--- config.mk ---
export PLATFORM = sky130hd
export DESIGN_NAME = apf_io_top
export DESIGN_NICKNAME = d
export VERILOG_FILES = /design/src/design/apf_cfg_pkg.sv /design/src/design/apf_config_regs.sv /design/src/design/rom_mask_tracker.sv /design/src/design/core_reset_timer.sv /design/src/design/save_slot_scanner.sv /design/src/design/apf_io_top.sv
export SDC_FILE = /design/constraint.sdc
export NUM_CORES = 1
export LEC_CHECK = 0
export ABC_AREA = 1
export BUFFER_PORTS_ARGS = -buffer_cell sky130_fd_sc_hd__buf_2
export CORE_ASPECT_RATIO = 0.8
export CORE_MARGIN = 1
export CORE_UTILIZATION = 40
export DETAILED_ROUTE_END_ITERATION = 10
export PLACE_DENSITY = 0.66
export SLEW_MARGIN = 20
export SYNTH_ARGS = -nofsm -noshare
export SYNTH_HDL_FRONTEND = slang
export SYNTH_SLANG_ARGS = --single-unit
--- constraint.sdc ---
create_clock -name clk_74a -period 2.5 [get_ports clk_74a]
set_input_delay 0.375 -clock clk_74a [delete_from_list [all_inputs] [get_ports clk_74a]]
set_output_delay 0.375 -clock clk_74a [all_outputs]
set_load 0.02 [all_outputs]
--- src/design/apf_cfg_pkg.sv ---
/*
 * bridge I/O configuration package
 * widths, bridge address map, register offsets and save-slot constants
 */
package apf_cfg_pkg;

	localparam int bridge_addr_w = 32;
	localparam int bridge_data_w = 32;
	localparam int datatable_addr_w = 10;

	// top nibble of the bridge address
	typedef enum logic [3:0] {
		region_upload_p = 4'h1,
		region_upload_v = 4'h2,
		region_upload_c = 4'h4,
		region_cfg      = 4'hF
	} region_e;

	// low 16 bits of the address inside the config page
	typedef enum logic [15:0] {
		cfg_core_reset     = 16'h0100,
		cfg_dipsw          = 16'h0104,
		cfg_system_type    = 16'h0108,
		cfg_memcard_enable = 16'h010C,
		cfg_cpu_overclock  = 16'h0110,
		cfg_video_mode     = 16'h0200,
		cfg_ch_enable      = 16'h0300,
		cfg_snd_enable     = 16'h0304,
		cfg_pchip_main     = 16'h0404,
		cfg_pchip_sub      = 16'h0408
	} cfg_reg_e;

	typedef enum logic [1:0] {
		scan_address,
		scan_hold,
		scan_check,
		scan_update
	} scan_state_e;

	// data-slot ids and the save sizes reported for them
	localparam logic [31:0] memcard_slot_id = 32'h0000_0101;
	localparam logic [31:0] sram_slot_id = 32'h0000_0102;
	localparam logic [31:0] memcard_save_size = 32'd8192;
	localparam logic [31:0] sram_save_size = 32'd65536;

	localparam int datatable_last_entry = 127;

	// config page is 0xF000_xxxx
	function automatic logic in_cfg_page(input logic [bridge_addr_w-1:0] addr);
		return (addr[31:28] == region_cfg) && (addr[27:16] == 12'h000);
	endfunction

endpackage

--- src/design/apf_config_regs.sv ---
/*
 * configuration register file on the bridge config page
 * register writes, readback latch, protection-chip decode and restart request
 */
module apf_config_regs (
	input  logic                                  clk_74a,
	input  logic                                  reset_l_main,
	input  logic [apf_cfg_pkg::bridge_addr_w-1:0] bridge_addr,
	input  logic                                  bridge_wr,
	input  logic [apf_cfg_pkg::bridge_data_w-1:0] bridge_wr_data,
	input  logic                                  bridge_rd,
	output logic [apf_cfg_pkg::bridge_data_w-1:0] status_q,
	output logic                                  restart_req,
	output logic [7:0]                            dipsw,
	output logic                                  system_type,
	output logic [1:0]                            memory_card_enable,
	output logic                                  cpu_overclock,
	output logic                                  video_mode,
	output logic [5:0]                            ch_enable,
	output logic [3:0]                            snd_enable,
	output logic [2:0]                            cart_pchip
);
	import apf_cfg_pkg::*;

	cfg_reg_e   offset;
	logic       cfg_wr;
	logic       cfg_rd;
	logic       restart_hit;
	logic       core_reset_q;
	logic       pchip_main;
	logic [2:0] pchip_sub;

	assign offset = cfg_reg_e'(bridge_addr[15:0]);
	assign cfg_wr = bridge_wr && in_cfg_page(bridge_addr);
	assign cfg_rd = bridge_rd && in_cfg_page(bridge_addr);

	// system or clock change restarts the core, core_reset only with bit 0
	assign restart_hit = cfg_wr && ((offset == cfg_system_type) ||
		(offset == cfg_cpu_overclock) ||
		((offset == cfg_core_reset) && bridge_wr_data[0]));

	always_ff @(posedge clk_74a or negedge reset_l_main) begin
		if (!reset_l_main) begin
			core_reset_q <= 1'b0;
			dipsw <= 8'hFF;
			system_type <= 1'b1;
			memory_card_enable <= 2'b00;
			cpu_overclock <= 1'b0;
			video_mode <= 1'b0;
			ch_enable <= 6'h3F;
			snd_enable <= 4'hF;
			pchip_main <= 1'b0;
			pchip_sub <= 3'd0;
			restart_req <= 1'b0;
		end else begin
			// request follows the restart write strobe by one cycle
			restart_req <= restart_hit;
			if (cfg_wr) begin
				case (offset)
					cfg_core_reset:     core_reset_q <= bridge_wr_data[0];
					cfg_dipsw:          dipsw <= bridge_wr_data[7:0];
					cfg_system_type:    system_type <= bridge_wr_data[0];
					cfg_memcard_enable: memory_card_enable <= bridge_wr_data[1:0];
					cfg_cpu_overclock:  cpu_overclock <= bridge_wr_data[0];
					cfg_video_mode:     video_mode <= bridge_wr_data[0];
					cfg_ch_enable:      ch_enable <= bridge_wr_data[5:0];
					cfg_snd_enable:     snd_enable <= bridge_wr_data[3:0];
					cfg_pchip_main:     pchip_main <= bridge_wr_data[0];
					cfg_pchip_sub:      pchip_sub <= bridge_wr_data[2:0];
					default: ;
				endcase
			end
		end
	end

	// readback latch, valid the cycle after the read strobe
	always_ff @(posedge clk_74a or negedge reset_l_main) begin
		if (!reset_l_main) begin
			status_q <= '0;
		end else if (cfg_rd) begin
			case (offset)
				cfg_core_reset:     status_q <= bridge_data_w'(core_reset_q);
				cfg_dipsw:          status_q <= bridge_data_w'(dipsw);
				cfg_system_type:    status_q <= bridge_data_w'(system_type);
				cfg_memcard_enable: status_q <= bridge_data_w'(memory_card_enable);
				cfg_cpu_overclock:  status_q <= bridge_data_w'(cpu_overclock);
				cfg_video_mode:     status_q <= bridge_data_w'(video_mode);
				cfg_ch_enable:      status_q <= bridge_data_w'(ch_enable);
				cfg_snd_enable:     status_q <= bridge_data_w'(snd_enable);
				cfg_pchip_main:     status_q <= bridge_data_w'(pchip_main);
				cfg_pchip_sub:      status_q <= bridge_data_w'(pchip_sub);
				default:            status_q <= '0;
			endcase
		end
	end

	// protection chip select
	// main chip wins, sub values 1..5 map to 3..7
	always_ff @(posedge clk_74a or negedge reset_l_main) begin
		if (!reset_l_main) begin
			cart_pchip <= 3'd0;
		end else if (pchip_main) begin
			cart_pchip <= 3'd2;
		end else if ((pchip_sub >= 3'd1) && (pchip_sub <= 3'd5)) begin
			cart_pchip <= pchip_sub + 3'd2;
		end else begin
			cart_pchip <= 3'd0;
		end
	end

	// the restart timer must see exactly one load per request
	restart_req_single: assert property (
		@(posedge clk_74a) disable iff (!reset_l_main)
		restart_req |=> !restart_req
	) else $error("restart_req held for more than one cycle");

endmodule

--- src/design/rom_mask_tracker.sv ---
/*
 * ROM size mask tracker
 * watches asset upload writes and builds thermometer masks per ROM
 */
module rom_mask_tracker (
	input  logic                                  clk_74a,
	input  logic                                  reset_l_main,
	input  logic [apf_cfg_pkg::bridge_addr_w-1:0] bridge_addr,
	input  logic                                  bridge_wr,
	output logic [23:0]                           p2rom_mask,
	output logic [18:0]                           mrom_mask,
	output logic [18:0]                           srom_mask,
	output logic [23:0]                           v1rom_mask,
	output logic [25:0]                           crom_mask
);
	import apf_cfg_pkg::*;

	logic [bridge_addr_w-1:0] addr_q;
	logic                     wr_q;
	logic                     prom1;
	logic [25:0]              fill_p;
	logic [25:0]              fill_ms;
	logic [25:0]              fill_v;
	logic [25:0]              fill_c;
	logic                     band_prom;
	logic                     band_p;
	logic                     band_s;
	logic                     band_m;
	logic                     band_v;
	logic                     band_c;

	// bit i set when any bit at or above i is set
	function automatic logic [25:0] fill_bits(input logic [25:0] v);
		logic [25:0] f;
		f[25] = v[25];
		for (int i = 24; i >= 0; i--) begin
			f[i] = f[i + 1] | v[i];
		end
		return f;
	endfunction

	function automatic logic is_therm(input logic [25:0] m);
		return (m & (m + 26'd1)) == 26'd0;
	endfunction

	// address registered first, masks follow a cycle later
	always_ff @(posedge clk_74a or negedge reset_l_main) begin
		if (!reset_l_main) begin
			wr_q <= 1'b0;
		end else begin
			wr_q <= bridge_wr;
		end
	end

	always_ff @(posedge clk_74a) begin
		if (bridge_wr) begin
			addr_q <= bridge_addr;
		end
	end

	assign fill_p = fill_bits({3'b000, addr_q[22:0]});
	assign fill_ms = fill_bits({7'd0, addr_q[18:0]});
	assign fill_v = fill_bits({2'b00, addr_q[23:0]});
	assign fill_c = fill_bits({16'd0, addr_q[25:16]});

	// 0x10xx_xxxx program/fix/music uploads
	assign band_prom = (addr_q[31:28] == region_upload_p) && (addr_q[27:24] == 4'h0);
	assign band_p = band_prom && !addr_q[23];
	assign band_s = band_prom && (addr_q[23:20] == 4'hC);
	assign band_m = band_prom && (addr_q[23:19] == 5'b11111);
	assign band_v = (addr_q[31:28] == region_upload_v) && (addr_q[27:24] == 4'h0);
	assign band_c = (addr_q[31:28] == region_upload_c);

	always_ff @(posedge clk_74a or negedge reset_l_main) begin
		if (!reset_l_main) begin
			prom1 <= 1'b0;
			p2rom_mask <= '0;
			mrom_mask <= '0;
			srom_mask <= '0;
			v1rom_mask <= '0;
			crom_mask <= '0;
		end else if (wr_q) begin
			// P2 mask takes the flag as it stood before this write
			if (band_prom) begin
				if (addr_q[23:20] == 4'h8) begin
					prom1 <= 1'b1;
				end else if (!addr_q[23]) begin
					prom1 <= 1'b0;
				end
			end
			if (band_p) begin
				p2rom_mask <= {prom1, fill_p[22:0]};
			end
			if (band_s) begin
				srom_mask <= fill_ms[18:0];
			end
			if (band_m) begin
				mrom_mask <= fill_ms[18:0];
			end
			if (band_v) begin
				v1rom_mask <= fill_v[23:0];
			end
			// C ROM granularity is 64 KiB
			if (band_c) begin
				crom_mask <= {fill_c[9:0], 16'hFFFF};
			end
		end
	end

	// P2 top bit is the prom1 flag and not part of the fill
	masks_thermometer: assert property (
		@(posedge clk_74a) disable iff (!reset_l_main)
		is_therm({3'b000, p2rom_mask[22:0]}) && is_therm({7'd0, mrom_mask}) &&
		is_therm({7'd0, srom_mask}) && is_therm({2'b00, v1rom_mask}) &&
		is_therm(crom_mask)
	) else $error("ROM mask is not a thermometer code");

endmodule

--- src/design/core_reset_timer.sv ---
/*
 * core restart timer
 * holds start_system low for restart_hold cycles after a restart request
 */
module core_reset_timer #(
	parameter int restart_hold = (1 << 26) - 1
) (
	input  logic clk_74a,
	input  logic reset_l_main,
	input  logic restart_req,
	input  logic dataslot_allcomplete,
	output logic start_system
);

	localparam int cnt_w = $clog2(restart_hold + 1);

	logic [cnt_w-1:0] count;

	always_ff @(posedge clk_74a or negedge reset_l_main) begin
		if (!reset_l_main) begin
			count <= '0;
			start_system <= 1'b0;
		end else begin
			// reload on request, otherwise count down and park at zero
			if (restart_req) begin
				count <= cnt_w'(restart_hold);
			end else if (count != '0) begin
				count <= count - 1'b1;
			end
			start_system <= (count == '0) && dataslot_allcomplete;
		end
	end

	// load lands one cycle after the request, start drops one after that
	start_low_after_load: assert property (
		@(posedge clk_74a) disable iff (!reset_l_main)
		restart_req |-> ##2 !start_system
	) else $error("start_system high right after a restart load");

endmodule

--- src/design/save_slot_scanner.sv ---
/*
 * save slot scanner
 * walks the data-slot table and writes memory card and backup RAM sizes
 */
module save_slot_scanner (
	input  logic                                     clk_74a,
	input  logic                                     reset_l_main,
	input  logic [31:0]                              datatable_q,
	output logic [apf_cfg_pkg::datatable_addr_w-1:0] datatable_addr,
	output logic                                     datatable_wren,
	output logic [31:0]                              datatable_data
);
	import apf_cfg_pkg::*;

	scan_state_e                 state;
	logic [datatable_addr_w-1:0] step_addr;
	logic [datatable_addr_w-1:0] next_even;
	logic                        id_match;

	// next even entry, wrapping past the last table entry
	assign step_addr = {datatable_addr[datatable_addr_w-1:1] + 1'b1, 1'b0};
	assign next_even = (step_addr > datatable_addr_w'(datatable_last_entry)) ? '0 : step_addr;
	assign id_match = (datatable_q == memcard_slot_id) || (datatable_q == sram_slot_id);

	always_ff @(posedge clk_74a or negedge reset_l_main) begin
		if (!reset_l_main) begin
			state <= scan_address;
			datatable_addr <= '0;
			datatable_wren <= 1'b0;
		end else begin
			datatable_wren <= 1'b0;
			case (state)
				scan_address: state <= scan_hold;
				// table read data lands here
				scan_hold: state <= scan_check;
				scan_check: begin
					if (id_match) begin
						// size goes in the odd entry next to the id
						datatable_addr <= {datatable_addr[datatable_addr_w-1:1], 1'b1};
						datatable_wren <= 1'b1;
						state <= scan_update;
					end else begin
						datatable_addr <= next_even;
						state <= scan_address;
					end
				end
				scan_update: begin
					datatable_addr <= next_even;
					state <= scan_address;
				end
				default: state <= scan_address;
			endcase
		end
	end

	always_ff @(posedge clk_74a) begin
		if ((state == scan_check) && id_match) begin
			datatable_data <= (datatable_q == memcard_slot_id) ? memcard_save_size :
				sram_save_size;
		end
	end

	// size writes are single pulses into the odd entry
	wren_odd_pulse: assert property (
		@(posedge clk_74a) disable iff (!reset_l_main)
		datatable_wren |-> datatable_addr[0] ##1 !datatable_wren
	) else $error("datatable write to even entry or longer than one cycle");

endmodule

--- src/design/apf_io_top.sv ---
/*
 * bridge I/O configuration and monitoring top
 * config registers, ROM masks, restart timer, save scanner and read mux
 */
module apf_io_top #(
	parameter int restart_hold = (1 << 26) - 1
) (
	input  logic                                     clk_74a,
	input  logic                                     reset_l_main,
	input  logic [apf_cfg_pkg::bridge_addr_w-1:0]    bridge_addr,
	input  logic                                     bridge_wr,
	input  logic [apf_cfg_pkg::bridge_data_w-1:0]    bridge_wr_data,
	input  logic                                     bridge_rd,
	input  logic [apf_cfg_pkg::bridge_data_w-1:0]    cmd_rd_data,
	input  logic                                     dataslot_allcomplete,
	input  logic [31:0]                              datatable_q,
	output logic [apf_cfg_pkg::bridge_data_w-1:0]    bridge_rd_data,
	output logic [apf_cfg_pkg::datatable_addr_w-1:0] datatable_addr,
	output logic                                     datatable_wren,
	output logic [31:0]                              datatable_data,
	output logic                                     start_system,
	output logic [7:0]                               dipsw,
	output logic                                     system_type,
	output logic [1:0]                               memory_card_enable,
	output logic                                     cpu_overclock,
	output logic                                     video_mode,
	output logic [5:0]                               ch_enable,
	output logic [3:0]                               snd_enable,
	output logic [2:0]                               cart_pchip,
	output logic [23:0]                              p2rom_mask,
	output logic [18:0]                              mrom_mask,
	output logic [18:0]                              srom_mask,
	output logic [23:0]                              v1rom_mask,
	output logic [25:0]                              crom_mask
);
	import apf_cfg_pkg::*;

	logic [bridge_data_w-1:0] status_q;
	logic                     restart_req;

	apf_config_regs config_regs_i (
		.clk_74a            (clk_74a),
		.reset_l_main       (reset_l_main),
		.bridge_addr        (bridge_addr),
		.bridge_wr          (bridge_wr),
		.bridge_wr_data     (bridge_wr_data),
		.bridge_rd          (bridge_rd),
		.status_q           (status_q),
		.restart_req        (restart_req),
		.dipsw              (dipsw),
		.system_type        (system_type),
		.memory_card_enable (memory_card_enable),
		.cpu_overclock      (cpu_overclock),
		.video_mode         (video_mode),
		.ch_enable          (ch_enable),
		.snd_enable         (snd_enable),
		.cart_pchip         (cart_pchip)
	);

	rom_mask_tracker rom_mask_tracker_i (
		.clk_74a      (clk_74a),
		.reset_l_main (reset_l_main),
		.bridge_addr  (bridge_addr),
		.bridge_wr    (bridge_wr),
		.p2rom_mask   (p2rom_mask),
		.mrom_mask    (mrom_mask),
		.srom_mask    (srom_mask),
		.v1rom_mask   (v1rom_mask),
		.crom_mask    (crom_mask)
	);

	core_reset_timer #(
		.restart_hold (restart_hold)
	) core_reset_timer_i (
		.clk_74a              (clk_74a),
		.reset_l_main         (reset_l_main),
		.restart_req          (restart_req),
		.dataslot_allcomplete (dataslot_allcomplete),
		.start_system         (start_system)
	);

	save_slot_scanner save_slot_scanner_i (
		.clk_74a        (clk_74a),
		.reset_l_main   (reset_l_main),
		.datatable_q    (datatable_q),
		.datatable_addr (datatable_addr),
		.datatable_wren (datatable_wren),
		.datatable_data (datatable_data)
	);

	// config page reads come from the latch, everything else from the command block
	assign bridge_rd_data = in_cfg_page(bridge_addr) ? status_q : cmd_rd_data;

endmodule

# [Word level (Yosys, flattened, before mapping)]
# Cells that the tools add are included.
[op_classes] addsub=3 magnitude_cmp=3 n_eq_ne=24 muxes=16 n_bitwise=72 reduce_logical=41
[ops] cell="16-bit by 9-bit equality test with 1-bit output (second input constant)" count=5
[ops] cell="8-bit one-hot mux with 10 select lines" count=1
[ops] cell="1-bit OR" count=72
[ops] cell="32-bit by 9-bit equality test with 1-bit output (second input constant)" count=2
[ops] cell="26-bit 2-to-1 mux" count=2
[ops] cell="16-bit by 10-bit equality test with 1-bit output (second input constant)" count=3
[ops] cell="16-bit by 11-bit equality test with 1-bit output (second input constant)" count=2
[ops] cell="32-bit 2-to-1 mux" count=1
[ops] cell="2-bit AND reduction" count=16
[ops] cell="26-bit logical NOT" count=1
[ops] cell="26-bit nonzero test" count=1
[ops] cell="26-bit by 1-bit subtractor with 26-bit output (second input constant)" count=1
[ops] cell="10-bit 2-to-1 mux" count=2
[ops] cell="10-bit one-hot mux with 2 select lines" count=1
[ops] cell="17-bit 2-to-1 mux" count=1
[ops] cell="1-bit logical AND" count=13
[ops] cell="4-bit equality test (second input constant)" count=3
[ops] cell="12-bit logical NOT" count=1
[ops] cell="10-bit by 7-bit > comparator with 1-bit output (second input constant)" count=1
[ops] cell="9-bit by 1-bit adder with 9-bit output (second input constant)" count=1
[ops] cell="2-bit one-hot mux with 4 select lines" count=1
[ops] cell="3-bit 2-to-1 mux" count=2
[ops] cell="5-bit equality test (second input constant)" count=1
[ops] cell="2-bit equality test (second input constant)" count=2
[ops] cell="16 further kinds" count=23
[word_totals] ff_bits=282 out_inout_bits=214 elab_cells=187

# [Logic depth before layout (Yosys ltp)]
[depth] word_depth=23 mapped_depth=16

# [Modules after synthesis]
# From an unflattened synthesis, not the netlist that was laid out.
[hier_totals] hier_cells=1290 hier_area_um2=10910.5
[modules_own_cells] module="rom_mask_tracker" n_inst=1 cells_per_inst=460 area_each_um2=5081.1
[modules_own_cells] module="apf_config_regs" n_inst=1 cells_per_inst=288 area_each_um2=2386.0
[modules_own_cells] module="core_reset_timer" n_inst=1 cells_per_inst=264 area_each_um2=1759.2
[modules_own_cells] module="save_slot_scanner" n_inst=1 cells_per_inst=156 area_each_um2=1118.6
[modules_own_cells] module="apf_io_top" n_inst=1 cells_per_inst=122 area_each_um2=565.5

# [Least setup slack after synthesis]
# No wires, ideal clock.
[synth_timing] kind="input -> output" start="input bridge_addr[25] (netlist name)" end="output bridge_rd_data[0] (netlist name)" t_arrival_ps=1870 required_time_ps=2125 path_slack_ps=255 cell_stages=5 path_cell_list="or4_1 -> nor2_1 -> nand2_2 -> clkbuf_1 -> o21ai_0"
[synth_via] elab_chain_len=3
[synth_rtl] item="start: declaration" line_no="apf_io_top.sv:10" text="input logic [apf_cfg_pkg::bridge_addr_w-1:0] bridge_addr,"
[synth_rtl] item="12-bit logical NOT" line_no="apf_cfg_pkg.sv:50" text="return (addr[31:28] == region_cfg) && (addr[27:16] == 12'h000);"
[synth_rtl] item="1-bit logical AND" line_no="apf_cfg_pkg.sv:50"
[synth_rtl] item="32-bit 2-to-1 mux" line_no="apf_io_top.sv:92" text="assign bridge_rd_data = in_cfg_page(bridge_addr) ? status_q : cmd_rd_data;"
[synth_rtl] item="end: declaration" line_no="apf_io_top.sv:17" text="output logic [apf_cfg_pkg::bridge_data_w-1:0] bridge_rd_data,"
# Every way passes these cells.

# [Worst setup path after layout]
[layout_timing] start="input bridge_addr[17] (netlist name)" end="output bridge_rd_data[18] (netlist name)"
# The elaborated chain is that of the path after synthesis.

==> impl_metrics.toml <==
[synthesis]
netlist_area_um2 = 9871
yosysSeqAreaShare_pct = 55.96
synth-main-ff-cell = "dfrtp_1"
syn-instance-count = 1115
synth.distinct_cells = 45
synth-edff-count = 34
synth.avg_cell_area_um2 = 8.853
synth-seq-cells = 213
ys_warn_count = 0
synthArstFlopShare_pct = 84.04

[final_layout]
drive_gt1_share_pct = 28.17
nNetsFinal = 1554
final_cell_mix = "291 x buf_2, 186 x nand2_1, 183 x inv_1"
synthToLayoutAreaGrowth_pct = 25.81
postLayoutCellArea_um2 = 12420
final_common_cell = "buf_2"

[pwr]
ir_drop_uv = 1249
power_mw = 15.37
p_leak_nw = 6.883
p_per_area_nw_per_um2 = 1238

[grt]
grt_pass1_wl_mm = 39.65
grt_pass1_vias = 7623
track_usage_pct = 19.69
antenna_found_initial = 4
grt_overflow = 0
grt_max_degree = 79

[floorplan]
die_x_um = 177.6
pin_count = 347
die_h_um = 142.5
initial_utilization_pct = 40.71
rows = 51
coreArea_um2 = 24250
dieArea_um2 = 25310

[place]
dp_worst_setup_slack_ns = 0.1309
dp_hpwl_mm = 18.75
post_dp_cell_area_um2 = 11590
gp_congestion = 0.9206
portBuffers = 292

[sta]
finalCritPeriodShare_pct = 93.83
timing.final.max_slew_violations = 0
slew_headroom_pct = 64.07
setup_ws_ns = 0.1542
setup_tns_ns = 0
max_freq_mhz = 426.3
finalHoldViolations = 0
min_period_ns = 2.346
setup_violations = 0
worst_slew_pin_slew_ns = 0.5389
finalClockSkew_ns = 0.01095
rsz0062_at_grt = "no"

[worst_setup_path]
cp-end-kind = "primary output"
timing.rr.end = "rom_mask_tracker_i.v1rom_mask[4]$_DFFE_PN0P_"
reg2regPathDepth = 13
critPathRequiredTime_ns = 2.12
r2r_start = "rom_mask_tracker_i.addr_q[21]$_DFFE_PP_"
cp_slowest_cell = "or4_1"
cp_max_fo = 15
ff2ff_setup_slack_ns = 0.25
crit_type = "in -> out"
arrival_ns = 1.97
cp_top_family = "simple AND/OR/NAND/NOR gates"
crit_buf_inv = 4
cp_slowest_stage_delay_ns = 0.61
cp-start-kind = "primary input"
cp_cell_sequence = "buf_2 -> or4_1 -> nor2_1 -> nand2_2 -> clkinv_1 -> buf_4 -> nor2_1 -> buf_2"

[drt]
wl_met2_mm = 10.76
via_per_inst = 4.700
wl_per_cell_um = 14.10
routed.top_layer = "met5"
wl_met3_mm = 1.991
wl_met1_mm = 11.45
routed_wl_mm = 24.75
drtPass1Iterations = 4
drc = 0
ant_nets = 0
drt_iter0_drc = 611
vias = 8249

[clocking]
cts.sinks = 213
post_cts_buffers = 0
clk_pin_slew_ns = 0.06
cts_tree = "done"
cts_max_path_buffers = 3
numCtsBuffers = 24
h-tree-depth = 1
clock_insertion_delay_worst_skew_ns = 0.50
clockRootBuffer = "clkbuf_16"

[min_path]
holdPathEnd = "rom_mask_tracker_i.addr_q[13]$_DFFE_PP_"
hold_start = "bridge_addr[13]"
holdCritPathClass = "in -> reg"
holdPathStages = 1

[job]
cap_violations = 0

[run_status]
run_status = "completed"
[Yosys cell counts, types with 12 or more instances]
| cell type | number | share of area [%] |
|---|---|---|
| nand2_1 | 186 | 7.1 |
| inv_1 | 183 | 7.0 |
| dfrtp_1 | 160 | 41 |
| nor2_1 | 149 | 5.7 |
| o21ai_0 | 95 | 4.8 |
| buf_4 | 48 | 3.7 |
| nand3_1 | 38 | 1.9 |
| edfxtp_1 | 34 | 10 |
| a21oi_1 | 33 | 1.7 |
| dfstp_2 | 19 | 5.1 |
| nand4_1 | 18 | 1.1 |
| nor3_1 | 17 | 0.86 |
| clkbuf_1 | 14 | 0.53 |
| a2bb2oi_1 | 12 | 1.1 |
| nor4_1 | 12 | 0.76 |
[final cells by class]
cell class	count	area, µm²
Clock buffer	39	769.5
Multi-Input combinational cell	675	3318
Clock inverter	4	23.77
Sequential cell	213	5524
Timing Repair Buffer	316	1675
Tap cell	318	397.9
Fill cell	2311	11830
Antenna cell	3	7.507
Inverter	187	701.9
[metrics by stage]
stage | util [%] | hold slack [ns] | std cells
2_1_floorplan | - | 0.07941 | 1144
3_3_place_gp | 47.82 | 0.3122 | 1708
3_5_place_dp | 47.82 | 0.3105 | 1708
4_1_cts | 51.13 | 0.03378 | 1752
5_1_grt | 51.19 | 0.04476 | 1753
6_report | 51.21 | 0.05946 | 1755
[per-layer routing]
metal	global-route usage, %	vias to the layer above
li1	-	4135
met1	27.98	3784
met2	30.04	285
met3	4.701	41
met4	5.173	4
met5	0	-
[cell families (layout without fill, tap and decap cells)]
kind of cell	after synthesis	in the layout	share of synthesized area, %
compound gates	190	190	11.15
buf+inv	256	546	11.65
simple gates	451	451	20.69
fa+ha+maj	4	4	0.5071
other cells	1	33	0.03799
flops	213	213	55.96
[report_power, final]
group	switching, mW	internal, mW	total, mW
sequential	0.223	4.15	4.37
clock	1.35	2.10	3.45
combinational	4.86	2.69	7.55
[sequential cells by signal, indices dropped and copies added (netlist names), 4 cells and up]
| register | cells |
|---|---|
| save_slot_scanner_i.datatable_addr | 10 |
| core_reset_timer_i.count | 26 |
| rom_mask_tracker_i.crom_mask | 11 |
| config_regs_i.ch_enable | 6 |
| config_regs_i.dipsw | 8 |
| rom_mask_tracker_i.mrom_mask | 19 |
| rom_mask_tracker_i.srom_mask | 19 |
| config_regs_i.snd_enable | 4 |
| config_regs_i.status_q | 8 |
| rom_mask_tracker_i.addr_q | 32 |
| rom_mask_tracker_i.v1rom_mask | 24 |
| rom_mask_tracker_i.p2rom_mask | 24 |
[what timing repair did]
item / in CTS / in global routing
endpoints found under the setup margin: 0 / 8
hold endpoints to repair: 37 / 0
hold buffers: 1 / 0
gates resized for setup: 0 / 3
[how the worst max path moves through the flow]
stage	startpoint	to	slack, ns	cells past startpoint
2_1_floorplan	bridge_addr[25]	bridge_rd_data[0]	0.26	5
3_3_place_gp	bridge_addr[17]	bridge_rd_data[19]	0.16	8
3_5_place_dp	bridge_addr[17]	bridge_rd_data[18]	0.13	8
4_1_cts	bridge_addr[17]	bridge_rd_data[18]	0.12	8
5_1_grt	rom_mask_tracker_i.addr_q[18]$_DFFE_PP_	rom_mask_tracker_i.mrom_mask[0]$_DFFE_PN0P_	0.02	12
6_report	bridge_addr[17]	bridge_rd_data[18]	0.15	8
Power figures use the tool's default switching activity.
